`src/l2_req_pkg.sv`:
```
// Host-side access types
// 64-bit data, byte strobe and the intake handshake states
`default_nettype none

package l2_req_pkg;

  localparam int unsigned HostDataWidth = 64;

  typedef logic [HostDataWidth-1:0] host_data_t;

  // Bit k enables byte k of host_data_t
  typedef logic [HostDataWidth/8-1:0] host_be_t;

  // Intake FSM
  typedef enum logic [1:0] {
    IDLE = 2'd0,
    BUSY = 2'd1,
    ACK  = 2'd2
  } req_state_t;

endpackage

`default_nettype wire

```
`src/l2_cfg_pkg.sv`:
```
// L2 bank geometry
// Default bank count and depth, plus the bank-side word types
`default_nettype none

package l2_cfg_pkg;

  // Must be a power of two, at least 2
  localparam int unsigned NbL2Banks = 8;

  // 32-bit words per bank, power of two
  localparam int unsigned L2BankSize = 16384;

  // Bank word width, fixed
  localparam int unsigned L2DataWidth = 32;

  typedef logic [L2DataWidth-1:0] bank_data_t;

  // One enable per byte of a bank word
  typedef logic [L2DataWidth/8-1:0] bank_be_t;

endpackage

`default_nettype wire
```
`src/l2_bank_split.sv`:
```
// L2 bank split
// Maps one 64-bit access onto two adjacent word-interleaved 32-bit banks
`timescale 1ns/1ps
`default_nettype none

module l2_bank_split #(
  parameter int unsigned NumBanks  = l2_cfg_pkg::NbL2Banks,
  parameter int unsigned BankWords = l2_cfg_pkg::L2BankSize
) (
  input  logic                                             clk_i,
  input  logic                                             rst_n_i,
  input  logic                                             acc_valid_i,
  input  logic                                             acc_we_i,
  input  logic [$clog2(NumBanks*BankWords/2)-1:0]          acc_addr_i,
  input  l2_req_pkg::host_be_t                             acc_be_i,
  input  l2_req_pkg::host_data_t                           acc_wdata_i,
  output logic [NumBanks-1:0]                              bank_req_o,
  output logic [NumBanks-1:0]                              bank_we_o,
  output logic [NumBanks-1:0][$clog2(BankWords)-1:0]       bank_row_o,
  output l2_cfg_pkg::bank_be_t [NumBanks-1:0]              bank_be_o,
  output l2_cfg_pkg::bank_data_t [NumBanks-1:0]            bank_wdata_o,
  output logic                                             pair_valid_o,
  output logic [$clog2(NumBanks)-1:0]                      pair_bank_o
);

  localparam int unsigned AddrW = $clog2(NumBanks*BankWords/2);
  localparam int unsigned BankW = $clog2(NumBanks);
  localparam logic [NumBanks-1:0] PairMask = 3;
  localparam logic [NumBanks-1:0] EvenMask = {(NumBanks/2){2'b01}};

  // 32-bit word index of the low half
  logic [AddrW:0]       word_idx;
  logic [BankW-1:0]     lo_bank;
  logic [AddrW-BankW:0] row;

  assign word_idx = {acc_addr_i, 1'b0};
  assign lo_bank  = word_idx[BankW-1:0];
  assign row      = word_idx[AddrW:BankW];

  always_ff @(posedge clk_i or negedge rst_n_i) begin
    if (!rst_n_i) begin
      bank_req_o   <= '0;
      pair_valid_o <= 1'b0;
    end else begin
      bank_req_o   <= acc_valid_i ? (PairMask << lo_bank) : '0;
      pair_valid_o <= acc_valid_i;
    end
  end

  // Even banks always take the low half, odd banks the high half
  always_ff @(posedge clk_i) begin
    if (acc_valid_i) begin
      pair_bank_o <= lo_bank;
      for (int b = 0; b < NumBanks; b++) begin
        bank_we_o[b]    <= acc_we_i;
        bank_row_o[b]   <= row;
        bank_be_o[b]    <= (b % 2 == 1) ? acc_be_i[7:4] : acc_be_i[3:0];
        bank_wdata_o[b] <= (b % 2 == 1) ? acc_wdata_i[63:32] : acc_wdata_i[31:0];
      end
    end
  end

  // Two adjacent banks, the lower one even
  a_pair_shape: assert property (@(posedge clk_i) disable iff (!rst_n_i)
    bank_req_o == '0 ||
    ($countones(bank_req_o) == 2 &&
     bank_req_o == ((bank_req_o & EvenMask) | ((bank_req_o & EvenMask) << 1))));

endmodule

`default_nettype wire

```
`config.mk`:
```
export PLATFORM = sky130hd
export DESIGN_NAME = l2_bank_split
export DESIGN_NICKNAME = d
export VERILOG_FILES = /design/src/l2_req_pkg.sv /design/src/l2_cfg_pkg.sv /design/src/l2_bank_split.sv
export SDC_FILE = /design/constraint.sdc
export NUM_CORES = 1
export LEC_CHECK = 0
export ABC_AREA = 0
export BUFFER_PORTS_ARGS = -buffer_cell sky130_fd_sc_hd__buf_2
export CAP_MARGIN = 20
export CORE_AREA = 5 5 198 200
export DETAILED_ROUTE_END_ITERATION = 16
export DIE_AREA = 0 0 203 205
export PLACE_DENSITY = 0.46
export RECOVER_POWER = 50
export SETUP_SLACK_MARGIN = 0.4
export SYNTH_ARGS = -nofsm -noshare
export SYNTH_HDL_FRONTEND = slang
export SYNTH_SLANG_ARGS = --single-unit
```
`constraint.sdc`:
```
create_clock -name clk_i -period 1 [get_ports clk_i]
set_input_delay 0.2 -clock clk_i [delete_from_list [all_inputs] [get_ports clk_i]]
set_output_delay 0.2 -clock clk_i [all_outputs]
set_load 0.01 [all_outputs]
```
Word-level counts from Yosys, hierarchy flattened. Cells that the tools add are included.

Flip-flop bits (word level): 98. Latch bits: 0. RAM bits: 0. ROM bits: 0. Input port bits: 92. Memories: 0.

$add $sub $neg: 0. $mul: 0. Div/mod/pow operators: 0. $lt $le $gt $ge: 0. Equal/unequal tests: 0. Shift operators: 1. Multiplexer cells: 1. Bitwise logic cells: 0. Reductions and logical operators: 0.

Operator list (count): $mux W8 (1); $shl A2 B3 Y8 const A (1).

Depth between registers and ports, before layout.
Depth in word-level cells: 2. Gate-level depth with buffers: 1.

Worst setup path after synthesis. No wires, ideal clock.

Path type: reg-to-output. Start point: register bank_row_o[100] in the netlist's numbering. End point: output bank_row_o[100] in the netlist's numbering. Arrival time: 0.677 ns. Data required time: 0.800 ns. Path slack: 0.123 ns. Cell stages (with the launch flop): 2. Path buffers: 1. Cell sequence: edfxtp_1 -> buf_4.

RTL lines: from (decl) (RTL line l2_bank_split.sv:19) `output logic [NumBanks-1:0][$clog2(BankWords)-1:0] bank_row_o,`; from (signal, indexed assignment) (RTL line l2_bank_split.sv:56) `bank_row_o[b] <= row;`.

No word-level cell between the ends.

==> results by group <==
Critical path
  – Type of origin of the critical path: register
  – CP Capture Type: output pin
  – Critical Path Slowest Stage Cell: edfxtp_1
  – Crit path required time: 0.80 ns
  – Crit path max-delay family: flip-flops
  – Crit path kind: register to output pin
  – Buf/Inv on CP: 1
  – CP max FO: 8
  – Cell chain of the critical path: buf_2
  – CP arrival: 1.06 ns
  – Largest stage delay, worst path: 0.51 ns

CTS
  – Clock buffer depth: 2
  – TritonCTS Buffers: 9
  – H-tree levels: 3
  – CTS tree: done
  – Hold Buf Count CTS: 1
  – Root buf cell: clkbuf_16
  – Clock Sink Count: 94
  – Postcts setup bufs: 0
  – Clock transition at the registers of the reported paths: 0.07 ns

Route
  – Routed WL: 14.6 mm
  – Vias: 3178
  – DRC: 0
  – Vias per cell: 2.87
  – Routed Antenna Nets: 0
  – Initial drt markers: 75
  – Wirelength per Cell: 13.2 um
  – Pre-Repair DR Iteration Count: 4

Logic synthesis
  – Yosys cell types: 7
  – Yosys warning count: 0
  – Register area share after synthesis: 52.9%
  – Cell count after synthesis: 425
  – Syn nets: 517
  – Cell Area, Synth: 5290 sq um
  – Yosys reg bits: 94
  – Synth Area per Inst: 12.4 sq um

Place
  – Port bufs: 510
  – Placement Cell Area: 6060 sq um
  – HPWL Detailed: 12.2 mm
  – Routability cong.: 0.677

Layout
  – Area growth, synth to finish: 21.9%
  – Util after Layout: 17.3%
  – Ant diodes: 0
  – Share of cells above drive strength 1: 83.1%
  – Nets@finish: 720
  – Fin area: 6440 sq um

STA
  – Unrepaired setup endpoints after global routing: true
  – Final setup viols: 419
  – Max frequency: 0.792 GHz
  – Setup TNS: -74.36 ns
  – Period utilization: 126%
  – Final hold violation count: 0
  – Fin crit period: 1.26 ns
  – Final Slew Violations: 0
  – Final worst slack: -0.263 ns

Power and ir drop
  – Peak supply drop: 0.000782 V
  – Flop pwr share: 47.7%
  – Combinational power share: 22.3%
  – Power Density: 1630 nW/um^2
  – Int Power: 0.00736 W
  – Clock power frac: 30.0%
  – NetSw: 0.00312 W
  – Switching share of power: 29.8%
  – LEAKAGE: 3.17 nW

Die
  – Die H: 205 um
  – I/O Pins: 512
  – Initial core utilization: 14.2%
  – Horiz. Die Dim: 203 um
  – Core area: 37200 sq um
  – Row count: 71
  – Full die area: 41600 sq um

Run status
  – Outcome: complete, but fails checks
  – Failing checks: negative setup slack

Min path
  – HP Class: primary input to register

Global routing
  – Initial antenna violation count: 0
  – Total track usage: 6.27%
  – Largest net degree at the start of global routing: 30
  – Grt ovf: 0
  – First-pass GRT wire length: 18.7 mm
  – Vias in the first global route: 2981

Flow run
  – Max Cap Viol: 0
-- placed cells by master, fill, tap and decap left out --
master,n
and3_2,1
and3b_1,2
buf_12,2
buf_16,1
buf_2,486
buf_4,4
buf_6,16
clkbuf_1,8
clkbuf_16,9
clkbuf_2,1
clkinv_1,3
clkinv_2,2
clkinvlp_4,1
conb_1,1
dfrtp_1,3
dfrtp_2,2
dlygate4sd3_1,1
edfxtp_1,89
nor3b_2,1
-- kinds of logic (layout without fill, tap and decap cells) --
group | Yosys count | in the layout | synth area share [%]
and+or+nand+nor | 4 | 4 | 0.710
other | 1 | 1 | 0.0709
DFF | 94 | 94 | 52.9
buffers and inverters | 326 | 534 | 46.3
-- metrics by stage --
step	setup slack [ns]	hold WS, ns	total power [W]	std cells
5_1_grt	-0.337	-0.0291	0.0111	1107
6_report	-0.263	0.00992	0.0105	1107
3_3_place_gp	-0.0154	0.0329	0.00741	1089
3_5_place_dp	-0.0320	0.0333	0.00742	1089
2_1_floorplan	0.123	-0.0956	0.00766	425
4_1_cts	-0.319	-0.0292	0.0108	1107
-- metal layers --
metal | vias up | wire length, um | track usage, %
met5 | - | 0 | 0
met4 | 0 | 202 | 2.26
met3 | 12 | 1890 | 3.28
met2 | 278 | 7720 | 11.2
li1 | 1451 | - | -
met1 | 1437 | 4820 | 6.22
-- registers in the layout, indices dropped and copies added, names as in the netlist --
register / count
bank_be_o: 8
bank_req_o: 4
bank_row_o: 14
bank_wdata_o: 64
bank_we_o: 1
pair_bank_o: 2
pair_valid_o: 1
-- power groups by stage --
| stage | Clock [W] | Sequential (W) | Combinational (W) |
|---|---|---|---|
| after floorplan | 0 | 0.00531 | 0.00235 |
| after global placement | 0 | 0.00506 | 0.00235 |
| after detailed placement | 0 | 0.00508 | 0.00234 |
| after CTS | 0.00340 | 0.00502 | 0.00240 |
| after global routing | 0.00350 | 0.00508 | 0.00249 |
| final | 0.00314 | 0.00500 | 0.00234 |
-- Yosys cell counts --
| library cell | count | share of area [%] |
|---|---|---|
| buf_4 | 326 | 46 |
| and3b_1 | 2 | 0.33 |
| and3_2 | 1 | 0.14 |
| conb_1 | 1 | 0.071 |
| edfxtp_1 | 89 | 51 |
| nor3b_2 | 1 | 0.24 |
| dfrtp_1 | 5 | 2.4 |
-- repair_timing --
item,CTS,global route
resized for setup,25,2
hold endpoints to repair,87,83
endpoints found under the setup margin,465,419
cloned,1,0
-- final cells by class --
type                            count  area (sq um)
Clock buffer                       10           229
Clock inverter                      6          28.8
Fill cell                        4133         30800
Multi-Input combinational cell      5          41.3
Sequential cell                    94          2800
Tap cell                          474           593
Timing Repair Buffer              518          2750
-- path summary, 6_finish.rpt --
| check | startpoint | end | slack, ns | depth (start not counted) |
|---|---|---|---|---|
| max in group asynchronous | rst_n_i | bank_req_o[1] | 0.48 | 2 |
| setup / recovery | bank_row_o[104] | bank_row_o[76] | -0.26 | 1 |
| min in group asynchronous | rst_n_i | pair_valid_o | 0.25 | 2 |
| hold / removal | acc_wdata_i[62] | bank_wdata_o[190] | 0.01 | 1 |
Power figures use the tool's default switching activity.
