File: src/l2_req_pkg.sv
// Host-side access types
// 64-bit data, byte strobe and the intake handshake states
`default_nettype none

package l2_req_pkg;

  localparam int unsigned HostDataWidth = 64;

  typedef logic [HostDataWidth-1:0] host_data_t;

  // Bit k enables byte k of host_data_t
  typedef logic [HostDataWidth/8-1:0] host_be_t;

  // Intake FSM
  typedef enum logic [1:0] {
    IDLE = 2'd0,
    BUSY = 2'd1,
    ACK  = 2'd2
  } req_state_t;

endpackage

`default_nettype wire

File: src/l2_cfg_pkg.sv
// L2 bank geometry
// Default bank count and depth, plus the bank-side word types
`default_nettype none

package l2_cfg_pkg;

  // Must be a power of two, at least 2
  localparam int unsigned NbL2Banks = 8;

  // 32-bit words per bank, power of two
  localparam int unsigned L2BankSize = 16384;

  // Bank word width, fixed
  localparam int unsigned L2DataWidth = 32;

  typedef logic [L2DataWidth-1:0] bank_data_t;

  // One enable per byte of a bank word
  typedef logic [L2DataWidth/8-1:0] bank_be_t;

endpackage

`default_nettype wire
File: src/l2_req_slave.sv
// L2 request intake
// Runs the four-phase req/ack handshake and issues one captured access
`timescale 1ns/1ps
`default_nettype none

module l2_req_slave #(
  parameter int unsigned NumBanks  = l2_cfg_pkg::NbL2Banks,
  parameter int unsigned BankWords = l2_cfg_pkg::L2BankSize
) (
  input  logic                                            clk_i,
  input  logic                                            rst_n_i,
  input  logic                                            req_i,
  input  logic                                            we_i,
  input  logic [$clog2(NumBanks*BankWords/2)-1:0]         addr_i,
  input  l2_req_pkg::host_be_t                            be_i,
  input  l2_req_pkg::host_data_t                          wdata_i,
  input  logic                                            resp_valid_i,
  input  l2_req_pkg::host_data_t                          resp_rdata_i,
  output logic                                            ack_o,
  output l2_req_pkg::host_data_t                          rdata_o,
  output logic                                            acc_valid_o,
  output logic                                            acc_we_o,
  output logic [$clog2(NumBanks*BankWords/2)-1:0]         acc_addr_o,
  output l2_req_pkg::host_be_t                            acc_be_o,
  output l2_req_pkg::host_data_t                          acc_wdata_o
);

  l2_req_pkg::req_state_t state_q;

  always_ff @(posedge clk_i or negedge rst_n_i) begin
    if (!rst_n_i) begin
      state_q     <= l2_req_pkg::IDLE;
      ack_o       <= 1'b0;
      acc_valid_o <= 1'b0;
      rdata_o     <= '0;
    end else begin
      acc_valid_o <= 1'b0;
      case (state_q)
        l2_req_pkg::IDLE: begin
          if (req_i) begin
            state_q     <= l2_req_pkg::BUSY;
            acc_valid_o <= 1'b1;
          end
        end
        l2_req_pkg::BUSY: begin
          // Writes answer with zero
          if (resp_valid_i) begin
            state_q <= l2_req_pkg::ACK;
            ack_o   <= 1'b1;
            rdata_o <= acc_we_o ? '0 : resp_rdata_i;
          end
        end
        l2_req_pkg::ACK: begin
          if (!req_i) begin
            state_q <= l2_req_pkg::IDLE;
            ack_o   <= 1'b0;
          end
        end
        default: state_q <= l2_req_pkg::IDLE;
      endcase
    end
  end

  // Access captured once, on acceptance
  always_ff @(posedge clk_i) begin
    if (state_q == l2_req_pkg::IDLE && req_i) begin
      acc_we_o    <= we_i;
      acc_addr_o  <= addr_i;
      acc_be_o    <= be_i;
      acc_wdata_o <= wdata_i;
    end
  end

  a_ack_needs_req: assert property (@(posedge clk_i) disable iff (!rst_n_i)
    $rose(ack_o) |-> $past(req_i));

  a_acc_on_accept: assert property (@(posedge clk_i) disable iff (!rst_n_i)
    acc_valid_o |-> state_q == l2_req_pkg::BUSY && $past(state_q) == l2_req_pkg::IDLE);

endmodule

`default_nettype wire

File: config.mk
export PLATFORM = sky130hd
export DESIGN_NAME = l2_req_slave
export DESIGN_NICKNAME = d
export VERILOG_FILES = /design/src/l2_req_pkg.sv /design/src/l2_cfg_pkg.sv /design/src/l2_req_slave.sv
export SDC_FILE = /design/constraint.sdc
export NUM_CORES = 1
export LEC_CHECK = 0
export BUFFER_PORTS_ARGS = -buffer_cell sky130_fd_sc_hd__clkbuf_2
export CORE_MARGIN = 5
export CORE_UTILIZATION = 40
export CTS_CLUSTER_DIAMETER = 200
export DETAILED_ROUTE_END_ITERATION = 16
export GPL_ROUTABILITY_DRIVEN = 0
export PLACE_DENSITY = 0.77
export SYNTH_ARGS = -nofsm -noshare
export SYNTH_HDL_FRONTEND = slang
export SYNTH_SLANG_ARGS = --single-unit
File: constraint.sdc
create_clock -name clk_i -period 3 [get_ports clk_i]
set_input_delay 0.3 -clock clk_i [delete_from_list [all_inputs] [get_ports clk_i]]
set_output_delay 0.3 -clock clk_i [all_outputs]
set_load 0.02 [all_outputs]
---- Word level (Yosys, flattened, before mapping) ----
Cells that the tools add are included.
word-level totals
  bits in registers ....................... 157
  input port bits ......................... 157
  word-level logic and storage cells ...... 29
  memory bits (read-only) ................. 0
  latch bits .............................. 0
  output and inout port bits .............. 155
  memories kept ........................... 0
  bits in writable memories ............... 0
operators by class
  bitwise operators ....................... 0
  shift operators ......................... 0
  equality and inequality tests ........... 5
  div/mod/pow operators ................... 0
  multipliers ............................. 0
  reductions and logical operators ........ 6
  add/subtract/negate cells ............... 0
  magnitude comparators ................... 0
  multiplexer cells ....................... 10
operators with widths
  kind                                                              count
  64-bit two-way mux                                                1
  2-bit two-way mux                                                 3
  2-bit inequality test (second input constant)                     3
  2-bit one-hot mux with 3 select lines                             1
  3-bit AND reduction                                               2
  1-bit two-way mux                                                 4
  2-bit by 1-bit == test with 1-bit output (second input constant)  1
  2-bit == test (second input constant)                             1
  2-bit logical NOT                                                 1
  1-bit one-hot mux with 2 select lines                             1
  2-bit AND reduction                                               1
  2-bit nonzero test                                                1
  1-bit logical AND                                                 1

---- Longest topological paths before layout ----
Gate-level depths: netlist of run 1.
  depth in word-level cells ............... 3
  gate-level depth with buffers ........... 6
  depth with buffers taken out ............ 3

---- Worst setup path after synthesis of run 1 ----
No wires, ideal clock.
  kind .................................... register to register
  start ................................... register state_q[0]
  end ..................................... register acc_addr_o[0], enable pin
  period minus slack after synthesis ...... 3074 ps
  cell stages (with the launch flop) ...... 3
  data required time ...................... 2541 ps
  setup time .............................. 459 ps
  data arrival time ....................... 2616 ps
  buffers on the path ..................... 0
  setup slack ............................. -74 ps
  path through ............................ dfrtp_1 inv_1 and3_1
on the way
  cells in the longest elaborated chain, start to end .. 2
ends and longest elaborated chain
  element                   RTL line            source
  start: declaration        l2_req_slave.sv:28  l2_req_pkg::req_state_t state_q;
  start signal: assignment  l2_req_slave.sv:32  state_q <= l2_req_pkg::IDLE;
  start signal: assignment  l2_req_slave.sv:41  state_q <= l2_req_pkg::BUSY;
  start signal: assignment  l2_req_slave.sv:48  state_q <= l2_req_pkg::ACK;
  2-bit logical NOT         l2_req_slave.sv:66  if (state_q == l2_req_pkg::IDLE && req_i) begin
  1-bit logical AND         l2_req_slave.sv:66
  end signal: assignment    l2_req_slave.sv:68  acc_addr_o <= addr_i;
  end: declaration          l2_req_slave.sv:23  output logic [$clog2(NumBanks*BankWords/2)-1:0] acc_addr_o,
No other way between the ends.
A chain may end at the register's enable or synchronous reset.

---- Final worst setup path of run 1 ----
  start ................................... register acc_we_o
  end ..................................... output acc_we_o
RTL lines
  element                   RTL line            source
  start: declaration        l2_req_slave.sv:22  output logic acc_we_o,
  start signal: assignment  l2_req_slave.sv:67  acc_we_o <= we_i;
No word-level cell between the ends.

==> results of run 1 <==
[routing by layer]
layer / up-vias / wire [microns] / GRT usage [%]
met4: 0 / 225 / 5.489
li1: 1931 / - / -
met5: - / 0 / 0
met3: 17 / 1230 / 5.978
met2: 197 / 8149 / 32.64
met1: 1930 / 5220 / 19.17
[synth_stat cells]
library cell,count,area share (%)
sky130_fd_sc_hd__a21oi_1,2,0.18
sky130_fd_sc_hd__and3_1,1,0.11
sky130_fd_sc_hd__buf_2,7,0.63
sky130_fd_sc_hd__buf_6,3,0.61
sky130_fd_sc_hd__clkbuf_1,8,0.54
sky130_fd_sc_hd__clkbuf_2,3,0.27
sky130_fd_sc_hd__dfrtp_1,68,31
sky130_fd_sc_hd__edfxtp_1,89,48
sky130_fd_sc_hd__inv_1,2,0.14
sky130_fd_sc_hd__nand2_1,65,4.4
sky130_fd_sc_hd__nand2b_1,64,7.3
sky130_fd_sc_hd__nand3b_4,1,0.36
sky130_fd_sc_hd__nor2_1,1,0.068
sky130_fd_sc_hd__nor2b_1,1,0.11
sky130_fd_sc_hd__o21ai_0,32,2.9
sky130_fd_sc_hd__o21ai_1,35,3.2
[registers in the layout (all words and copies together) (netlist names)]
| name | cells |
|---|---|
| acc_be_o | 8 |
| acc_addr_o | 16 |
| state_q | 2 |
| ack_o | 1 |
| acc_valid_o | 1 |
| rdata_o | 64 |
| acc_we_o | 1 |
| acc_wdata_o | 64 |
[cell families (layout without fill, tap and decap cells)]
| logic type | count (synthesis) | count (layout) | synth area share (%) |
|---|---|---|---|
| flops | 157 | 157 | 79.22 |
| buf+inv | 23 | 349 | 2.198 |
| compound gates | 69 | 69 | 6.254 |
| simple gates | 133 | 133 | 12.33 |
[power by group through the flow]
stage | sequential [W] | clock, W | combinational (W)
2_1_floorplan | 0.00426 | 0 | 0.000719
3_3_place_gp | 0.00343 | 0 | 0.00247
3_5_place_dp | 0.00346 | 0 | 0.00252
4_1_cts | 0.00344 | 0.00212 | 0.00252
5_1_grt | 0.00351 | 0.00222 | 0.00268
6_report | 0.00343 | 0.00206 | 0.00248
[path summary, 6_finish.rpt]
| path | end | startpoint | depth (start not counted) |
|---|---|---|---|
| max in group asynchronous | rdata_o[44] | rst_n_i | 2 |
| worst max register to register | state_q[1] | state_q[0] | 3 |
| min in group asynchronous | rdata_o[4] | rst_n_i | 2 |
| worst max-delay path | acc_we_o | acc_we_o | 2 |
| worst min register to register | state_q[0] | state_q[1] | 1 |
| worst min-delay path | acc_wdata_o[9] | wdata_i[9] | 1 |
[worst max-delay path, cell delays in order (launching register included)]
cell	delay [ps]
sky130_fd_sc_hd__edfxtp_1	710
sky130_fd_sc_hd__buf_4	410
sky130_fd_sc_hd__clkbuf_2	230
[per-stage QoR]
stage               cell area [sq um]  setup WS (ps)  util [%]  power (W)  hold slack (ps)
global route                     7819          752.2     56.99   0.008406            26.78
CTS                              7819          864.5     56.99   0.008070            36.89
finish                           7819          921.9     56.99   0.007969            57.26
floorplan                        5523          925.9         -   0.004975            4.409
global placement                 7237           1205     52.75   0.005899            459.2
detailed placement               7237           1127     52.75   0.005988            465.2
[cell type report]
| class | count | area share, % |
|---|---|---|
| clock inverter | 15 | 2.000 |
| timing repair buffer | 315 | 20.45 |
| sequential | 157 | 55.95 |
| clock buffer | 17 | 5.441 |
| multi-input combinational | 202 | 13.19 |
| tap | 180 | 2.880 |
| inverter | 2 | 0.09602 |
==> run summary, run 1 <==
The logs give 40.25% for the initial standard-cell utilization of the core and 79.22% for the portion of the post-synthesis area used by sequential elements. For the post-cts hold buffer count, the log shows 0. The worst path in the final design needs a cycle of 2078 ps, including I/O delays and setup. The clock passes through at most 2 buffers. In the final layout, flip-flops and latches occupy 4374 sq um.

The area growth from synthesis to layout is 41.60%. Data arrives at the worst endpoint at 1780 ps. The logs give 14830 microns for the total wirelength of the detailed-routed design and 5522 sq um for the netlist area before placement.

Setup repair after global routing left no endpoint under its margin. After detailed placement, the design holds a cell count of 856. The final layout contains 852 nets.

Summed over all nets, the half-perimeter wirelength after detailed placement is 11770 microns. In the final layout, the multi-input gates occupy 1031 sq um. Of the total power, registers draw 43.0%. The total power density per cell area is 1019 nW/um^2.

In the final layout, the share of cells above drive strength 1 is 49.15%. The chip width was 127.5 microns. The synthesized design contains 157 register bits. The critical path is of the flop to output pin type.

In the routed design, unresolved DRC markers number 0. Counting distinct cell types in the post-synthesis netlist gives 16. Static timing analysis puts the maximum clock frequency at 481.2 MHz. The data required time of the critical path was 2700 ps; the share of the clock period used by the worst path was 69.27%. Counting every net in the synthesized netlist gives 539. The count of synthesis-stage warnings from yosys is 0.

After clock tree synthesis, the clock-pin slew on the worst setup and hold paths is 70 ps. Average wire per cell in the routed design: 16.69 microns. Setup violations remaining at the end of the flow were counted as 0. The count of pins over their slew limit was 0; the post-synthesis area per instance was 14.45 sq um.

The number of global-route vias before repair was 4034; the total of fill cells in the finished design was 1116. The kind of launch point of the worst setup path is a flop. The run gives 888 as the count of placed standard cells in the final layout, fillers left out. The floorplan step set the die height to 127.5 microns.

The share of total power dissipated in combinational logic is 31.1%. In this run the worst path has a maximum fanout of 43. The final number of hold-violating endpoints was 0; the count of antenna-violating nets left after detailed routing was 0.

The number of antenna violations at the first check in global routing came out at 0. The min-delay analysis places its worst path in the category primary input to flop. For the diode insertion count for antenna repair, the log shows 0.

Kind of capture point of the worst setup path: an output pin. The switching power is 0.002945 W. The tree built by TritonCTS fans out to 157 sinks. The total global routing track utilization was 17.73%; the transition at the pin with the smallest max-transition slack was 834.0 ps. Leaving out fill and tap cells, the most frequent cells in the layout are 310 x sky130_fd_sc_hd__clkbuf_2, 89 x sky130_fd_sc_hd__edfxtp_1, 68 x sky130_fd_sc_hd__dfrtp_1, 65 x sky130_fd_sc_hd__nand2_1, 64 x sky130_fd_sc_hd__nand2b_1.

The setup total negative slack is 0 ps. Global routing finished with a remaining overflow of 0. The clock network accounts for 25.9% of the total power. The number of iterations in the first detailed-routing pass is 4, and the cell-internal power is 0.005024 W. The run gives 498.9 uV as the maximum ir drop on the vdd rail.

The number of top-level pins was 312; the worst max-slew margin expressed relative to the limit was 44.40%. The commonest non-fill, non-tap cell in the layout was sky130_fd_sc_hd__clkbuf_2. For the register-to-register path setup slack, the log shows 1150 ps. For the leakage power total, the log shows 3.713 nW.

The cell at the root of the clock tree was sky130_fd_sc_hd__clkbuf_16. In the synthesized netlist, the number of instances is 382. The run finished with clean final reports. The tools report the worst setup skew after layout as 9.583 ps. Number of gates given a new drive strength after cts: 0.

TritonCTS built the clock tree. The tools report the post-CTS setup-driven buffer insertion count as 0. The first global-routing pass estimated 21700 microns of wire. The floorplan has 43 rows. Net switching is 36.96% of the power. The die area was 16250 sq um; the clock latency reported for the late side of the worst-skew pair was 410 ps.

After detailed routing, the number of vias per cell comes to 4.589. The placeable core region was 13720 sq um; the TritonCTS buffer count was 17. For the total via count after detailed routing, the log shows 4075.

The run gives 0 as the max capacitance violation total. Count of input and output buffers: 311. The logs give 164 for the number of DRC markers in iteration 0 and 91 for the pin count of the biggest net entering global routing.

The H-tree was split into 4 levels.
Power figures use the tool's default switching activity.
==> inputs of run 2 (changes only) <==
clock period = 1.7 ns   (was 3 ns; I/O delays follow)
==> run 2 against run 1 <==
  * Via count is 19% higher
  * Power up 85%
  * Count of clock-buffer cells in the layout is 1 higher
  * Design area rose by 20%
  * Critical endpoint unchanged
  * Largest power group unchanged
==> run summary, run 2 (synthesis results as in run 1) <==
Traced cell by cell, the critical path runs through buf_4 -> clkbuf_2. Buffers added to address setup during post-CTS repair amount to 0. For this run, the detailed router's first-pass iteration total came to 5. The classification of the worst-slack hold path was primary input to flop.

Setup repair after global routing left no endpoint under its margin. The final number of hold-violating endpoints is 0. For the total number of clock tree sinks, the log shows 157.

For the worst-skew pair, the clock arrives at the later sink with an insertion delay of 420 ps. Across the run, the number of max-cap violations was 0. The worst max-slew margin expressed relative to the limit was 66.51%.

Entering global routing, the biggest net connects 130 pins. The die area was 16250 sq um. The achievable frequency came out at 638.4 MHz. The worst setup path is of the flop to output pin kind.

For this block, the routed nets add up to 18880 microns of wire. TritonCTS built the clock tree. Detailed placement finished with a half-perimeter wire length of 11350 microns. The leakage power total came out at 4.354 nW. The largest registers in the layout are acc_wdata_o x64, rdata_o x64, acc_addr_o x16. The run gives 7.239 ps as the worst setup skew after layout. The tools report the post-cts hold buffer count as 145.

The worst register-to-register path begins at state_q[0]. The net count reported at finish is 1002, and the overall die height is 127.5 microns. The combined buffer and inverter count along the critical path is 2, and the cell depth of the worst min-delay path is 3. The cell type group with the largest total delay on the critical path is buffers and inverters. The tools report the number of levels the H-tree was split into as 4. The flow ran to the end, and the final reports show no timing, DRC or antenna violations. The routed layout has 4834 vias. At the pin with the least slew margin, the transition time is 502.3 ps.

In this run the cell area measured after placement is 7325 sq um. In the final routed layout, each cell accounts on average for 18.13 microns. The tools report the kind of capture point of the worst setup path as an output pin. For this run, the slowest stage of the critical path takes 400 ps.

Leaving out fill and tap cells, the most frequent cell in the layout is sky130_fd_sc_hd__clkbuf_2. The number of clock buffers added by TritonCTS is 17. Summed over all layers, the global routing overflow is 0. For the placeable core region, the log shows 13720 sq um.

For the worst setup path, the data arrival time is 1400 ps. For this run, design rule violations remaining after detail routing come to 0. In this run the core area contains 43 standard-cell rows.

The worst register-to-register path ends at acc_wdata_o[5]. Share of the clock period used by the worst path: 92.14%. Measured in cells, the most critical reg-to-reg path has a length of 3. The clock-pin slew on the worst setup and hold paths was 60 ps. Once the clock tree was built, the resizer swapped 0 gates to a different size. The tools report the number of antenna violations at the first check in global routing as 2. The number of global-route vias before repair is 5190, and the register-to-register path setup slack is 240 ps. Dividing total power by cell area gives a power density of 1571 nW/um^2.

The data required time of the critical path was 1530 ps; the total global routing track utilization was 22.96%. The signed area change from the synthesized netlist to the final layout is 69.57%. In this run the horizontal extent of the chip is 127.5 microns. The number of top-level pins was 312; the first-pass GRT wire length was 28350 microns.

Input and output buffers added on the ports amount to 311. The sink of the worst hold path is rdata_o[51]. Cell at the root of the clock tree: sky130_fd_sc_hd__clkbuf_16. In this run, the number of DRC markers left after iteration 0 of detailed routing was 290. The initial standard-cell utilization of the core is 40.25%, and the worst hold margin is 9.797 ps. The startpoint identified for the worst hold timing path is resp_rdata_i[51]. The logs give 0 for the count of pins over their slew limit and 0 ps for the setup total negative slack. The via density per instance is 4.644. The maximum ir drop on the vdd rail came out at 856.4 uV. Of the cells placed in the final design, the portion with a size suffix greater than 1 is 41.14%. For the number of buffers on the longest clock path, the log shows 2. The tools report the kind of launch point of the worst setup path as a flop. The count of antenna-violating nets left after detailed routing was 0; the highest fanout seen on the critical path was 65. Setup violations remaining at the end of the flow were counted as 0.

For the finished layout, the period the worst path requires is 1566 ps. The finished cells cover 9363 sq um. The top cell types in the final layout, fill and taps aside, are 310 x sky130_fd_sc_hd__clkbuf_2, 145 x sky130_fd_sc_hd__dlygate4sd3_1, 89 x sky130_fd_sc_hd__edfxtp_1, 68 x sky130_fd_sc_hd__dfrtp_1, 65 x sky130_fd_sc_hd__nand2_1. The cell with the largest stage delay on the worst path was sky130_fd_sc_hd__buf_4.
-- run 2: cell count changes in the layout (fill, tap and decap cells not counted), sizes merged --
cell         change
dlygate4sd3    +145
buf              +5
clkinv           -4
diode            +3
clkinvlp         +2
clkbuf           +1
inv              +1
-- run 2: how the worst max path moves through the flow --
| stage | from | end | slack, ps | cells past startpoint |
|---|---|---|---|---|
| finish | acc_we_o | acc_we_o | 130 | 2 |
| floorplan | state_q[0] | acc_addr_o[0] | 60 | 2 |
| global route | acc_we_o | acc_we_o | 30 | 2 |
| global placement | state_q[0] | acc_be_o[5] | 300 | 3 |
| detailed placement | state_q[0] | acc_be_o[5] | 260 | 3 |
| CTS | acc_we_o | acc_we_o | 90 | 2 |
-- run 2: area by class of cell --
cell class	instances	area, sq um
sequential	157	4374
fill	918	4357
timing repair buffer	465	3138
multi-input combinational	202	1031
clock buffer	18	429.2
tap	180	225.2
clock inverter	14	150.1
inverter	2	7.507
antenna	3	7.507
-- run 2: report_power, final --
part / total (W) / internal [W] / leakage (nW) / switching, W
registers: 0.00610 / 0.00543 / 1.72 / 0.000669
clock network: 0.00372 / 0.00207 / 0.267 / 0.00165
logic: 0.00489 / 0.00170 / 2.36 / 0.00319
-- run 2: worst register-to-register path, stage by stage (launching register included) --
cell and delay, ps:
sky130_fd_sc_hd__dfrtp_1 430, sky130_fd_sc_hd__inv_1 120, sky130_fd_sc_hd__and3_4 370, sky130_fd_sc_hd__buf_12 240
-- run 2: per-stage QoR --
stage	util, %	worst slack, ps	total power [W]	instances
after global routing	68.23	34.10	0.01545	1040
final	68.24	133.6	0.01471	1041
after detailed placement	53.39	257.4	0.01070	861
after global placement	53.39	304.8	0.01051	861
after CTS	68.19	88.47	0.01468	1038
after floorplan	-	56.72	0.008772	382
-- run 2: routing by layer --
metal  global-route usage [%]  routed length [microns]  vias up
li1                         -                        -     2236
met5                        0                        0        -
met2                    41.38                    10170      264
met4                    9.590                      575        0
met3                    6.982                     1608       50
met1                    25.01                     6519     2284
