===== src/l2_req_pkg.sv =====
// Host-side access types
// 64-bit data, byte strobe and the intake handshake states
`default_nettype none

package l2_req_pkg;

  localparam int unsigned HostDataWidth = 64;

  typedef logic [HostDataWidth-1:0] host_data_t;

  // Bit k enables byte k of host_data_t
  typedef logic [HostDataWidth/8-1:0] host_be_t;

  // Intake FSM
  typedef enum logic [1:0] {
    IDLE = 2'd0,
    BUSY = 2'd1,
    ACK  = 2'd2
  } req_state_t;

endpackage

`default_nettype wire


===== src/l2_cfg_pkg.sv =====
// L2 bank geometry
// Default bank count and depth, plus the bank-side word types
`default_nettype none

package l2_cfg_pkg;

  // Must be a power of two, at least 2
  localparam int unsigned NbL2Banks = 8;

  // 32-bit words per bank, power of two
  localparam int unsigned L2BankSize = 16384;

  // Bank word width, fixed
  localparam int unsigned L2DataWidth = 32;

  typedef logic [L2DataWidth-1:0] bank_data_t;

  // One enable per byte of a bank word
  typedef logic [L2DataWidth/8-1:0] bank_be_t;

endpackage

`default_nettype wire

===== src/l2_resp_merge.sv =====
// L2 response merge
// Joins the even and odd bank read halves into one 64-bit response
`timescale 1ns/1ps
`default_nettype none

module l2_resp_merge #(
  parameter int unsigned NumBanks = l2_cfg_pkg::NbL2Banks
) (
  input  logic                                   clk_i,
  input  logic                                   rst_n_i,
  input  logic                                   pair_valid_i,
  input  logic [$clog2(NumBanks)-1:0]            pair_bank_i,
  input  l2_cfg_pkg::bank_data_t [NumBanks-1:0]  bank_rdata_i,
  output logic                                   resp_valid_o,
  output l2_req_pkg::host_data_t                 resp_rdata_o
);

  localparam int unsigned BankW = $clog2(NumBanks);

  logic             pair_valid_q;
  logic [BankW-1:0] pair_bank_q;

  // Tag delayed to meet the bank read latency
  always_ff @(posedge clk_i or negedge rst_n_i) begin
    if (!rst_n_i) begin
      pair_valid_q <= 1'b0;
      resp_valid_o <= 1'b0;
    end else begin
      pair_valid_q <= pair_valid_i;
      resp_valid_o <= pair_valid_q;
    end
  end

  always_ff @(posedge clk_i) begin
    if (pair_valid_i) begin
      pair_bank_q <= pair_bank_i;
    end
    if (pair_valid_q) begin
      resp_rdata_o <= {bank_rdata_i[pair_bank_q | BankW'(1)], bank_rdata_i[pair_bank_q]};
    end
  end

  a_single_resp: assert property (@(posedge clk_i) disable iff (!rst_n_i)
    resp_valid_o |=> !resp_valid_o);

endmodule

`default_nettype wire


===== config.mk =====
export PLATFORM = sky130hd
export DESIGN_NAME = l2_resp_merge
export DESIGN_NICKNAME = d
export VERILOG_FILES = /design/src/l2_req_pkg.sv /design/src/l2_cfg_pkg.sv /design/src/l2_resp_merge.sv
export SDC_FILE = /design/constraint.sdc
export NUM_CORES = 1
export LEC_CHECK = 0
export BUFFER_PORTS_ARGS = -buffer_cell sky130_fd_sc_hd__buf_2
export CORE_AREA = 2 2 127 129
export CTS_BUF_LIST = sky130_fd_sc_hd__clkbuf_4 sky130_fd_sc_hd__clkbuf_8 sky130_fd_sc_hd__clkbuf_16
export CTS_CLUSTER_DIAMETER = 120
export DETAILED_ROUTE_END_ITERATION = 7
export DIE_AREA = 0 0 129 131
export GPL_TIMING_DRIVEN = 0
export PLACE_DENSITY = 0.57
export SLEW_MARGIN = 20
export SYNTH_ARGS = -nofsm -noshare
export SYNTH_HDL_FRONTEND = slang
export SYNTH_SLANG_ARGS = --single-unit

===== constraint.sdc =====
create_clock -name clk_i -period 2.7 [get_ports clk_i]
set_input_delay 0.135 -clock clk_i [delete_from_list [all_inputs] [get_ports clk_i]]
set_output_delay 0.135 -clock clk_i [all_outputs]
set_load 0.05 [all_outputs]

======== Word level (Yosys, flattened, before mapping) ========
Cells that the tools add are included.
operators by class
  order comparisons ....................... 2
  muxes and demuxes ....................... 4
operators by type and width
  kind                number
  $bmux 32 s3         1
  $bmux 32 s2         1
  $mux 32             2
  $lt 3x4->1 const B  2
storage, ports and cells
  output and inout bits ................... 65
  bits of input ports ..................... 262
  flip-flop bits (word level) ............. 69
  word-level logic and storage cells ...... 10

======== Logic depth before layout (Yosys ltp) ========
Gate-level depths: netlist (run 1).
  word-level depth ........................ 2
  depth in mapped cells ................... 6
  gate-level depth less buffers ........... 3

======== Worst setup path before layout (run 1) ========
Ideal clock, no wire load.
  path kind ............................... register to register
  start ................................... register pair_valid_q
  end ..................................... register resp_rdata_o[0], enable pin
  arrival time ............................ 1599 ps
  slack ................................... 680 ps
  cell stages (with the launch flop) ...... 1
  library setup time ...................... 422 ps
  clock period less this slack ............ 2020 ps
  required time ........................... 2278 ps
  buffers on the path ..................... 0
  path through ............................ dfrtp_1
RTL lines
  what                    line                 text
  from (decl)             l2_resp_merge.sv:20  logic pair_valid_q;
  from (signal assigned)  l2_resp_merge.sv:29  pair_valid_q <= pair_valid_i;
  to (signal assigned)    l2_resp_merge.sv:39  resp_rdata_o <= {bank_rdata_i[pair_bank_q | BankW'(1)], bank_rdata_i[pair_bank_q]};
  to (decl)               l2_resp_merge.sv:15  output l2_req_pkg::host_data_t resp_rdata_o
No word-level cell between the ends.

======== Worst setup path after layout (run 1) ========
  start ................................... register pair_bank_q[0]
  end ..................................... register resp_rdata_o[24] (data pin)
between the ends
  cells in the longest elaborated chain, start to end .. 2
RTL lines
  what                           line                 text
  from (decl)                    l2_resp_merge.sv:21  logic [BankW-1:0] pair_bank_q;
  from (signal assigned)         l2_resp_merge.sv:36  pair_bank_q <= pair_bank_i;
  $bmux 32 s3                    l2_resp_merge.sv:39
  $mux 32 (implied by the code)  l2_resp_merge.sv:39
Every way passes these cells. The select of a mux whose other input is x is not followed.
A chain may end at the register's enable or synchronous reset.

==> results.sh, run 1 <==
export IMPL_r2r_slack_ns=0.79
export IMPL_cts_root_buf="clkbuf_16"
export IMPL_tns_ns=0
export IMPL_ys_seq_area_share_pct=51.04
export IMPL_die_y_um=131
export IMPL_finalCritPeriodShare_pct=70.90
export IMPL_critPathKind="reg2reg"
export IMPL_layout_drive_gt1_share_pct=65.12
export IMPL_setup_viol=0
export IMPL_p_int_mw=2.588
export IMPL_leakagePower_nw=3.120
export IMPL_syn_nets=519
export IMPL_cts_buffer_depth=2
export IMPL_min_path_type="in2async"
export IMPL_die_area_um2=16900
export IMPL_die_w_um=129
export IMPL_r2r_start="pair_bank_q[0]"
export IMPL_fin_ws_ns=0.7857
export IMPL_grt_ovfl_total=0
export IMPL_initial_utilization_pct=25.90
export IMPL_worst_setup_path_start_kind="register"
export IMPL_slew_viol_final=0
export IMPL_grt_pass1_wl_um=20960
export IMPL_worst_path_max_fanout=10
export IMPL_reg2regPathDepth=5
export IMPL_route_detailed_drc=0
export IMPL_cp_data_arrival_time_ns=2.01
export IMPL_place_congestion=0.8094
export IMPL_hold_violations=0
export IMPL_wl_um=14770
export IMPL_drt_iter0_markers=197
export IMPL_clk_pin_slew_ns=0.06
export IMPL_synth_most_common_cell="edfxtp_1"
export IMPL_ys_warn_count=0
export IMPL_slew_headroom_pct=58.85
export IMPL_fin_nets=862
export IMPL_ys_ff_latch=69
export IMPL_cts_resized=0
export IMPL_diodes=0
export IMPL_period_needed_ns=1.914
export IMPL_critPathMaxStageDelay_ns=0.51
export IMPL_rows=46
export IMPL_seqPwrFrac_pct=35.9
export IMPL_grt_pass1_vias=3856
export IMPL_avgSynthCellArea_um2=15.72
export IMPL_clock_sinks=69
export IMPL_crit_chain="buf_2, nand2b_1, clkbuf_1, o22ai_1, a21o_1"
export IMPL_grt_setup_unrepaired="no"
export IMPL_synth_edf_count=67
export IMPL_endpoint_kind="register"
export IMPL_place_area_um2=5966
export IMPL_p_comb_share_pct=31.2
export IMPL_syn_area_um2=4040
export IMPL_utilization_pct=40.56
export IMPL_finalClockSkew_ns=0.004625
export IMPL_power_per_cell_area_nw_per_um2=597.0
export IMPL_r2r_end="resp_rdata_o[24]"
export IMPL_clockPowerShare_pct=32.9
export IMPL_grt_usage_pct=16.85
export IMPL_fin_area_um2=6326
export IMPL_crit_required_ns=2.79
export IMPL_max_cap_viol_count=0
export IMPL_io_pins=327
export IMPL_antenna_found_initial=0
export IMPL_fillCellCount=1522
export IMPL_portBuffers=326
export IMPL_place_hpwl_um=11860
export IMPL_grt_start_max_net_pins=40
export IMPL_htree_levels=3
export IMPL_status="complete, no violations"
export IMPL_fmax_ghz=0.5224
export IMPL_syn_inst=257
export IMPL_cts_inserted_buffers=9
export IMPL_hold_ws_ns=0.1091
export IMPL_synth_top_area_share_pct=49.80
export IMPL_antenna_left=0
export IMPL_ys_flop_type="edfxtp_1"
export IMPL_ys_async_sr_fraction_pct=2.899
export IMPL_p_total_mw=3.777
export IMPL_instances_no_fill=821
export IMPL_cts_tree="done"
export IMPL_max_slew_worst_pin_slew_ns=0.6173
export IMPL_place_ws_ns=0.7031
export IMPL_num_vias=3755
export IMPL_synth_distinct_cells=12
export IMPL_switchingPower_mw=1.189
export IMPL_drt_pass1_iterations=4
export IMPL_core_area_um2=15600
export IMPL_yosysTopAreaCell="edfxtp_1"
export IMPL_post_drt_wl_per_cell_um=17.99
export IMPL_clk_latency_ns=0.33
export IMPL_synth_common_cells="edfxtp_1 (67), mux2i_1 (64), a21o_1 (32), mux4_2 (32), o22ai_1 (32)"
export IMPL_vdd_drop_max_mv=0.2927
export IMPL_synthTopCellsByArea="edfxtp_1 (50%), mux4_2 (18%), mux2i_1 (16%)"
export IMPL_p_sw_share_pct=31.47
export IMPL_area_growth_pct=56.58
export IMPL_dp_cells=800
export IMPL_slowest_stage="clkbuf_1"
export IMPL_vias_per_cell=4.574
-- cell type report --
cell class                 instances  area, um2  area share (%)
sequential                        69       2066           32.65
multi-input combinational        162       1814           28.68
timing repair buffer             332       1702           26.90
tap                              216      270.3           4.272
clock buffer                      10      232.7           3.679
buffer                            26      163.9           2.591
clock inverter                     6      77.57           1.226
-- power groups by stage --
stage / Combinational, mW / Clock (mW) / Sequential, mW
floorplan: 0.389 / 0 / 1.76
global placement: 1.16 / 0 / 1.39
detailed placement: 1.19 / 0 / 1.38
CTS: 1.19 / 1.27 / 1.36
global route: 1.26 / 1.31 / 1.37
finish: 1.18 / 1.24 / 1.36
-- cells by family (layout without fill, tap and decap cells) --
| kind of cell | count (synthesis) | count (layout) | share of synthesized area (%) |
|---|---|---|---|
| flops | 69 | 69 | 51.04 |
| simple gates | 2 | 2 | 0.3099 |
| mux | 96 | 96 | 33.69 |
| compound gates | 64 | 64 | 10.90 |
| buf+inv | 26 | 374 | 4.057 |
-- how the worst max path moves through the flow --
stage              startpoint          endpoint  depth (start not counted)
6_report       pair_bank_q[0]  resp_rdata_o[24]                          5
3_5_place_dp   pair_bank_q[0]  resp_rdata_o[24]                          5
2_1_floorplan    pair_valid_q   resp_rdata_o[0]                          0
3_3_place_gp     pair_valid_q  resp_rdata_o[51]                          0
5_1_grt        pair_bank_q[0]  resp_rdata_o[24]                          5
4_1_cts        pair_bank_q[0]  resp_rdata_o[24]                          5
-- state kept, by name (all words and copies together), names as in the netlist --
| name | count |
|---|---|
| pair_valid_q | 1 |
| pair_bank_q | 3 |
| resp_valid_o | 1 |
| resp_rdata_o | 64 |
-- metal layers --
layer  vias to the layer above  routed length, um  GRT usage [%]
met5                         -                  0              0
met3                        13               1035          4.560
met2                       188               7590          29.23
li1                       1770                  -              -
met1                      1784               5936          20.54
met4                         0                204          5.243
-- critical path, delay by kind of cell (launching register included) --
family	cells	cell delay, ns
compound gates	2	0.41
flops	1	0.32
buf+inv	2	0.69
simple gates	1	0.25
-- placed cells by master, fill, tap and decap left out --
| cell | instances |
|---|---|
| a21o_1 | 32 |
| buf_12 | 1 |
| buf_2 | 334 |
| buf_4 | 7 |
| buf_6 | 4 |
| bufinv_16 | 2 |
| clkbuf_1 | 7 |
| clkbuf_16 | 9 |
| clkbuf_4 | 1 |
| clkinv_1 | 2 |
| clkinv_2 | 2 |
| dfrtp_1 | 1 |
| dfrtp_4 | 1 |
| dlygate4sd3_1 | 5 |
| edfxtp_1 | 67 |
| mux2i_1 | 64 |
| mux4_2 | 32 |
| nand2b_1 | 1 |
| o22ai_1 | 32 |
| or2_2 | 1 |
-- repair_timing --
item	in CTS	in global routing
hold buffers	5	0
setup endpoints to repair	0	0
setup buffers	0	0
endpoints found under the hold margin	6	0
No activity file was read; power rests on OpenSTA's default activity.
==> inputs of run 2 (changes only) <==
--- a/config.mk
+++ b/config.mk
@@ -6,13 +6,13 @@
 export NUM_CORES = 1
 export LEC_CHECK = 0
 export BUFFER_PORTS_ARGS = -buffer_cell sky130_fd_sc_hd__buf_2
-export CORE_AREA = 2 2 127 129
+export CORE_AREA = 2 2 126 128
 export CTS_BUF_LIST = sky130_fd_sc_hd__clkbuf_4 sky130_fd_sc_hd__clkbuf_8 sky130_fd_sc_hd__clkbuf_16
 export CTS_CLUSTER_DIAMETER = 120
 export DETAILED_ROUTE_END_ITERATION = 7
-export DIE_AREA = 0 0 129 131
+export DIE_AREA = 0 0 128 130
 export GPL_TIMING_DRIVEN = 0
-export PLACE_DENSITY = 0.57
+export PLACE_DENSITY = 0.6
 export SLEW_MARGIN = 20
 export SYNTH_ARGS = -nofsm -noshare
 export SYNTH_HDL_FRONTEND = slang
==> constraint.sdc (replaced) <==
create_clock -name clk_i -period 1.7 [get_ports clk_i]
set_input_delay 0.085 -clock clk_i [delete_from_list [all_inputs] [get_ports clk_i]]
set_output_delay 0.085 -clock clk_i [all_outputs]
set_load 0.05 [all_outputs]
==> run 2 against run 1 <==
Effect of this change: cell area rose by 3.0%; worst setup slack worse by 0.78 ns; sequential share of layout area shrank 0.97 points; final cell count fell by 2.7%; register-to-register slack worse by 0.78 ns; hold slack worse by 0.029 ns; critical endpoint is now resp_rdata_o[13]; highest routed layer unchanged.
==> results.sh, run 2 (synthesis results as in run 1) <==
export IMPL_multi_input_area_um2=1834
export IMPL_clock_sinks=69
export IMPL_max_slew_worst_pin_slew_ns=0.8798
export IMPL_area_growth_pct=61.35
export IMPL_worst_setup_path_start_kind="register"
export IMPL_cts_root_buf="clkbuf_16"
export IMPL_place_hpwl_um=11900
export IMPL_fin_area_um2=6519
export IMPL_setup_viol=0
export IMPL_die_y_um=130
export IMPL_min_path_type="in2async"
export IMPL_seq_area_um2=2066
export IMPL_grt_start_max_net_pins=66
export IMPL_slew_viol_final=0
export IMPL_largest_reg_flops=64
export IMPL_die_area_um2=16640
export IMPL_portBuffers=326
export IMPL_diodes=0
export IMPL_num_vias=3826
export IMPL_vias_per_cell=4.788
export IMPL_cts_buffer_depth=2
export IMPL_power_per_cell_area_nw_per_um2=941.2
export IMPL_cp_data_arrival_time_ns=1.79
export IMPL_vdd_drop_max_mv=0.6764
export IMPL_htree_levels=3
export IMPL_clockPowerShare_pct=32.6
export IMPL_antenna_left=0
export IMPL_wl_um=15270
export IMPL_io_pins=327
export IMPL_finalCritPeriodShare_pct=99.86
export IMPL_period_needed_ns=1.698
export IMPL_crit_chain="buf_12, clkbuf_16, mux4_2, a21o_1"
export IMPL_drt_pass1_iterations=4
export IMPL_finalClockSkew_ns=0.008787
export IMPL_slew_headroom_pct=41.35
export IMPL_top_regs="resp_rdata_o x64, pair_bank_q x3"
export IMPL_grt_pass1_wl_um=20980
export IMPL_p_comb_share_pct=31.9
export IMPL_p_sw_share_pct=31.53
export IMPL_endpoint_kind="register"
export IMPL_r2r_slack_ns=0.002
export IMPL_post_drt_wl_per_cell_um=19.12
export IMPL_fillCellCount=1510
export IMPL_worst_path_max_fanout=9
export IMPL_place_congestion=0.8540
export IMPL_grt_setup_unrepaired="yes"
export IMPL_grt_pass1_vias=3921
export IMPL_initial_utilization_pct=26.19
export IMPL_met3_usage_pct=4.797
export IMPL_rows=46
export IMPL_antenna_found_initial=0
export IMPL_critPathKind="reg2reg"
export IMPL_utilization_pct=42.26
export IMPL_die_w_um=128
export IMPL_cts_tree="done"
export IMPL_grt_ovfl_total=0
export IMPL_switchingPower_mw=1.934
export IMPL_crit_required_ns=1.79
export IMPL_clk_pin_slew_ns=0.06
export IMPL_fmax_ghz=0.5891
export IMPL_hold_violations=0
export IMPL_busiest_layer="met2"
export IMPL_grt_usage_pct=17.14
export IMPL_core_area_um2=15420
export IMPL_status="complete, no violations"
export IMPL_layout_drive_gt1_share_pct=66.56
export IMPL_grt_util_met2_pct=31.49
export IMPL_cts_inserted_buffers=9
export IMPL_place_area_um2=5916
export IMPL_critPathMaxStageDelay_ns=0.52
export IMPL_leakagePower_nw=3.198
export IMPL_slowest_stage="mux4_2"
export IMPL_top_register="resp_rdata_o"
export IMPL_final_cell_mix="buf_2 (330), edfxtp_1 (67), mux2i_1 (61)"
export IMPL_fin_nets=864
export IMPL_clk_latency_ns=0.34
export IMPL_route_detailed_drc=0
export IMPL_drt_iter0_markers=146
export IMPL_met1_usage_pct=19.42
export IMPL_max_cap_viol_count=0
export IMPL_final_common_cell="buf_2"
export IMPL_p_int_mw=4.201
export IMPL_seqPwrFrac_pct=35.4
-- run 2: cell count changes in the layout (fill, tap and decap cells not counted), moves of 3 or more --
cell and delta:
clkbuf_16 +3, buf_6 -4, buf_2 -4, clkbuf_1 -4
clkbuf_4 +4, buf_4 -3, mux2i_1 -3, buf_12 +8
-- run 2: final cells by class --
type | instances | share of cell area, %
clock buffers | 10 | 3.570
repair buffers | 335 | 27.06
flip-flops and latches | 69 | 31.69
plain buffers | 25 | 4.511
well taps | 192 | 3.685
multi-input cells | 162 | 28.14
clock inverters | 6 | 1.344
-- run 2: final timing paths --
path                                   start          endpoint  depth (start not counted)
max in group asynchronous            rst_n_i      pair_valid_q                          2
setup / recovery              pair_bank_q[1]  resp_rdata_o[13]                          4
setup reg to reg              pair_bank_q[1]  resp_rdata_o[13]                          4
hold reg to reg               pair_bank_q[0]   resp_rdata_o[0]                          2
hold / removal                       rst_n_i      pair_valid_q                          2
min in group clk_i         bank_rdata_i[168]  resp_rdata_o[40]                          2
-- run 2: timing repair --
action                                  CTS  global route
pin swaps                                 0             2
hold buffers                              5             0
hold endpoints to repair                  9             0
resized for setup                        22            20
setup buffers                             0             1
gates cloned                              0             3
endpoints found under the setup margin   32            31
-- run 2: critical path, delay by kind of cell, from the launching register on --
| kind | cells | cell delay, ns |
|---|---|---|
| AOI/OAI and AO/OA | 1 | 0.19 |
| buffers and inverters | 2 | 0.35 |
| DFF | 1 | 0.38 |
| muxes | 1 | 0.52 |
-- run 2: metrics by stage --
| step | hold WS, ns | power (mW) | TNS, ns | std cells | setup slack [ns] |
|---|---|---|---|---|---|
| global placement | -0.1291 | 4.041 | -8.278 | 775 | -0.2820 |
| CTS | 0.05465 | 6.139 | -0.06161 | 795 | -0.02024 |
| finish | 0.08054 | 6.135 | 0 | 799 | 0.002427 |
| floorplan | -0.2106 | 3.419 | 0 | 257 | 0.1504 |
| detailed placement | -0.1248 | 4.070 | -7.194 | 775 | -0.3289 |
| global route | 0.06927 | 6.386 | -0.8459 | 799 | -0.04694 |
-- run 2: power by group through the flow --
stage          clock network, mW  logic [mW]  registers, mW
2_1_floorplan                  0       0.618           2.80
3_3_place_gp                   0        1.84           2.20
3_5_place_dp                   0        1.86           2.21
4_1_cts                     2.06        1.91           2.18
5_1_grt                     2.12        2.07           2.19
6_report                    2.00        1.96           2.17
-- run 2: metal layers --
metal  wire (um)  vias up
li1            -     1765
met1        5993     1814
met2        7957      220
met3        1085       27
met4         238        0
met5           0        -
==> inputs of run 3 (changes only) <==
--- a/config.mk
+++ b/config.mk
@@ -5,14 +5,14 @@
 export SDC_FILE = /design/constraint.sdc
 export NUM_CORES = 1
 export LEC_CHECK = 0
-export BUFFER_PORTS_ARGS = -buffer_cell sky130_fd_sc_hd__buf_2
-export CORE_AREA = 2 2 126 128
+export CORE_AREA = 2 2 127 129
 export CTS_BUF_LIST = sky130_fd_sc_hd__clkbuf_4 sky130_fd_sc_hd__clkbuf_8 sky130_fd_sc_hd__clkbuf_16
 export CTS_CLUSTER_DIAMETER = 120
 export DETAILED_ROUTE_END_ITERATION = 7
-export DIE_AREA = 0 0 128 130
+export DIE_AREA = 0 0 129 131
+export DONT_BUFFER_PORTS = 1
 export GPL_TIMING_DRIVEN = 0
-export PLACE_DENSITY = 0.6
+export PLACE_DENSITY = 0.41
 export SLEW_MARGIN = 20
 export SYNTH_ARGS = -nofsm -noshare
 export SYNTH_HDL_FRONTEND = slang
==> run 3 against run 2 <==
Effect of this change: hold slack worse by 0.0050 ns; global-route usage shrank 1.4 points; non-clock buffer count is 325 lower; clock power fell by 9%; via count decreased by 31%; first-iteration DRC count shrank 8.9%; worst setup slack better by 0.043 ns; sequential cell count unchanged; count of clock-buffer cells in the layout increased by 3; combinational power fell by 55%; highest routed layer unchanged.
==> results.sh, run 3 (synthesis results as in run 1) <==
export IMPL_num_vias=2653
export IMPL_final_common_cell="edfxtp_1"
export IMPL_final_cell_mix="edfxtp_1 (67), mux2i_1 (60), mux4_2 (32), o22ai_1 (32), a21o_1 (32)"
export IMPL_period_needed_ns=1.655
export IMPL_cts_inserted_buffers=9
export IMPL_top_register="resp_rdata_o"
export IMPL_grt_ovfl_total=0
export IMPL_max_cap_viol_count=0
export IMPL_htree_levels=3
export IMPL_die_y_um=131
export IMPL_met3_usage_pct=5.334
export IMPL_reg2regPathDepth=4
export IMPL_grt_usage_pct=15.76
export IMPL_cts_root_buf="clkbuf_16"
export IMPL_core_area_um2=15600
export IMPL_fmax_ghz=0.6044
export IMPL_top_regs="resp_rdata_o x64, pair_bank_q x3"
export IMPL_area_growth_pct=19.79
export IMPL_fin_ws_ns=0.04534
export IMPL_grt_util_met2_pct=26.83
export IMPL_slowest_stage="mux4_2"
export IMPL_grt_setup_unrepaired="no"
export IMPL_largest_reg_flops=64
export IMPL_rows=46
export IMPL_setup_viol=0
export IMPL_place_ws_ns=-0.2894
export IMPL_grt_pass1_wl_um=18580
export IMPL_status="complete, no violations"
export IMPL_leakagePower_nw=1.879
export IMPL_tns_ns=0
export IMPL_fin_nets=539
export IMPL_drt_pass1_iterations=4
export IMPL_utilization_pct=31.03
export IMPL_met1_usage_pct=18.21
export IMPL_power_per_cell_area_nw_per_um2=1140
export IMPL_drt_iter0_markers=133
export IMPL_slew_headroom_pct=53.96
export IMPL_grt_pass1_vias=2834
export IMPL_finalCritPeriodShare_pct=97.33
export IMPL_die_w_um=129
export IMPL_clk_pin_slew_ns=0.06
export IMPL_crit_required_ns=1.78
export IMPL_antenna_left=0
export IMPL_critPathKind="reg2reg"
export IMPL_max_slew_worst_pin_slew_ns=0.6906
export IMPL_crit_chain="buf_6, buf_12, mux4_2, a21o_1"
export IMPL_place_hpwl_um=10480
export IMPL_min_path_type="in2reg"
export IMPL_cts_buffer_depth=2
export IMPL_place_congestion=0.7954
export IMPL_busiest_layer="met2"
export IMPL_vias_per_cell=5.317
export IMPL_antenna_found_initial=1
export IMPL_vdd_drop_max_mv=0.4228
export IMPL_endpoint_kind="register"
export IMPL_layout_drive_gt1_share_pct=28.37
export IMPL_io_pins=327
export IMPL_clock_sinks=69
export IMPL_cp_data_arrival_time_ns=1.74
export IMPL_portBuffers=0
export IMPL_route_detailed_drc=0
export IMPL_hold_depth=1
export IMPL_slew_viol_final=0
export IMPL_finalClockSkew_ns=0.008432
export IMPL_critPathMaxStageDelay_ns=0.55
export IMPL_worst_setup_path_start_kind="register"
export IMPL_clk_latency_ns=0.34
export IMPL_die_area_um2=16900
export IMPL_grt_start_max_net_pins=37
export IMPL_wl_um=13720
export IMPL_post_drt_wl_per_cell_um=27.50
export IMPL_hold_violations=0
export IMPL_cts_tree="done"
export IMPL_worst_path_max_fanout=10
export IMPL_initial_utilization_pct=25.90
-- run 3: cell type report --
cell class | count | area [um2]
fillers | 1558 | 10760
flip-flops and latches | 69 | 2066
multi-input cells | 162 | 1838
clock buffers | 13 | 274.0
well taps | 216 | 270.3
plain buffers | 25 | 266.5
repair buffers | 10 | 102.6
clock inverters | 3 | 20.02
diodes | 1 | 2.502
-- run 3: path summary, 6_finish.rpt --
check / from / endpoint / slack (ns)
max: pair_bank_q[1] / resp_rdata_o[18] / 0.05
min: bank_rdata_i[35] / resp_rdata_o[35] / 0.08
max reg2reg: pair_bank_q[1] / resp_rdata_o[18] / 0.05
min reg2reg: pair_bank_q[0] / resp_rdata_o[31] / 0.71
max in group asynchronous: rst_n_i / pair_valid_q / 1.05
min in group asynchronous: rst_n_i / pair_valid_q / 0.51
-- run 3: per-layer routing --
metal,share of wire [%],routed length [um]
met5,0,0
met4,2.1,291
met3,10,1367
met2,51,6946
met1,37,5119
-- run 3: where the power goes --
| group | internal, mW | leakage [nW] | total (mW) | switching (mW) |
|---|---|---|---|---|
| Clock | 1.12 | 0.141 | 1.83 | 0.712 |
| Combinational | 0.467 | 1.06 | 0.886 | 0.419 |
| Sequential | 2.12 | 0.680 | 2.80 | 0.676 |
-- run 3: metrics by stage --
step / instances / hold WS [ns] / instance area (um2) / power, mW
after floorplan: 257 / -0.2106 / 4041 / 3.419
after global placement: 473 / -0.2105 / 4312 / 3.654
after detailed placement: 474 / -0.2105 / 4334 / 3.662
after CTS: 495 / 0.05732 / 4758 / 5.571
after global routing: 499 / 0.06545 / 4840 / 5.750
final: 499 / 0.07555 / 4840 / 5.517
-- run 3: critical path: cells and delay by family (launching register included) --
family | cells | cell delay (ns)
compound gates | 1 | 0.18
buf+inv | 2 | 0.32
flops | 1 | 0.34
mux | 1 | 0.55
-- run 3: timing repair --
item,CTS,global route
resized for setup,23,18
setup endpoints to repair,32,28
hold buffers,6,0
pin swaps,1,1
setup buffers,0,3
endpoints found under the hold margin,9,0
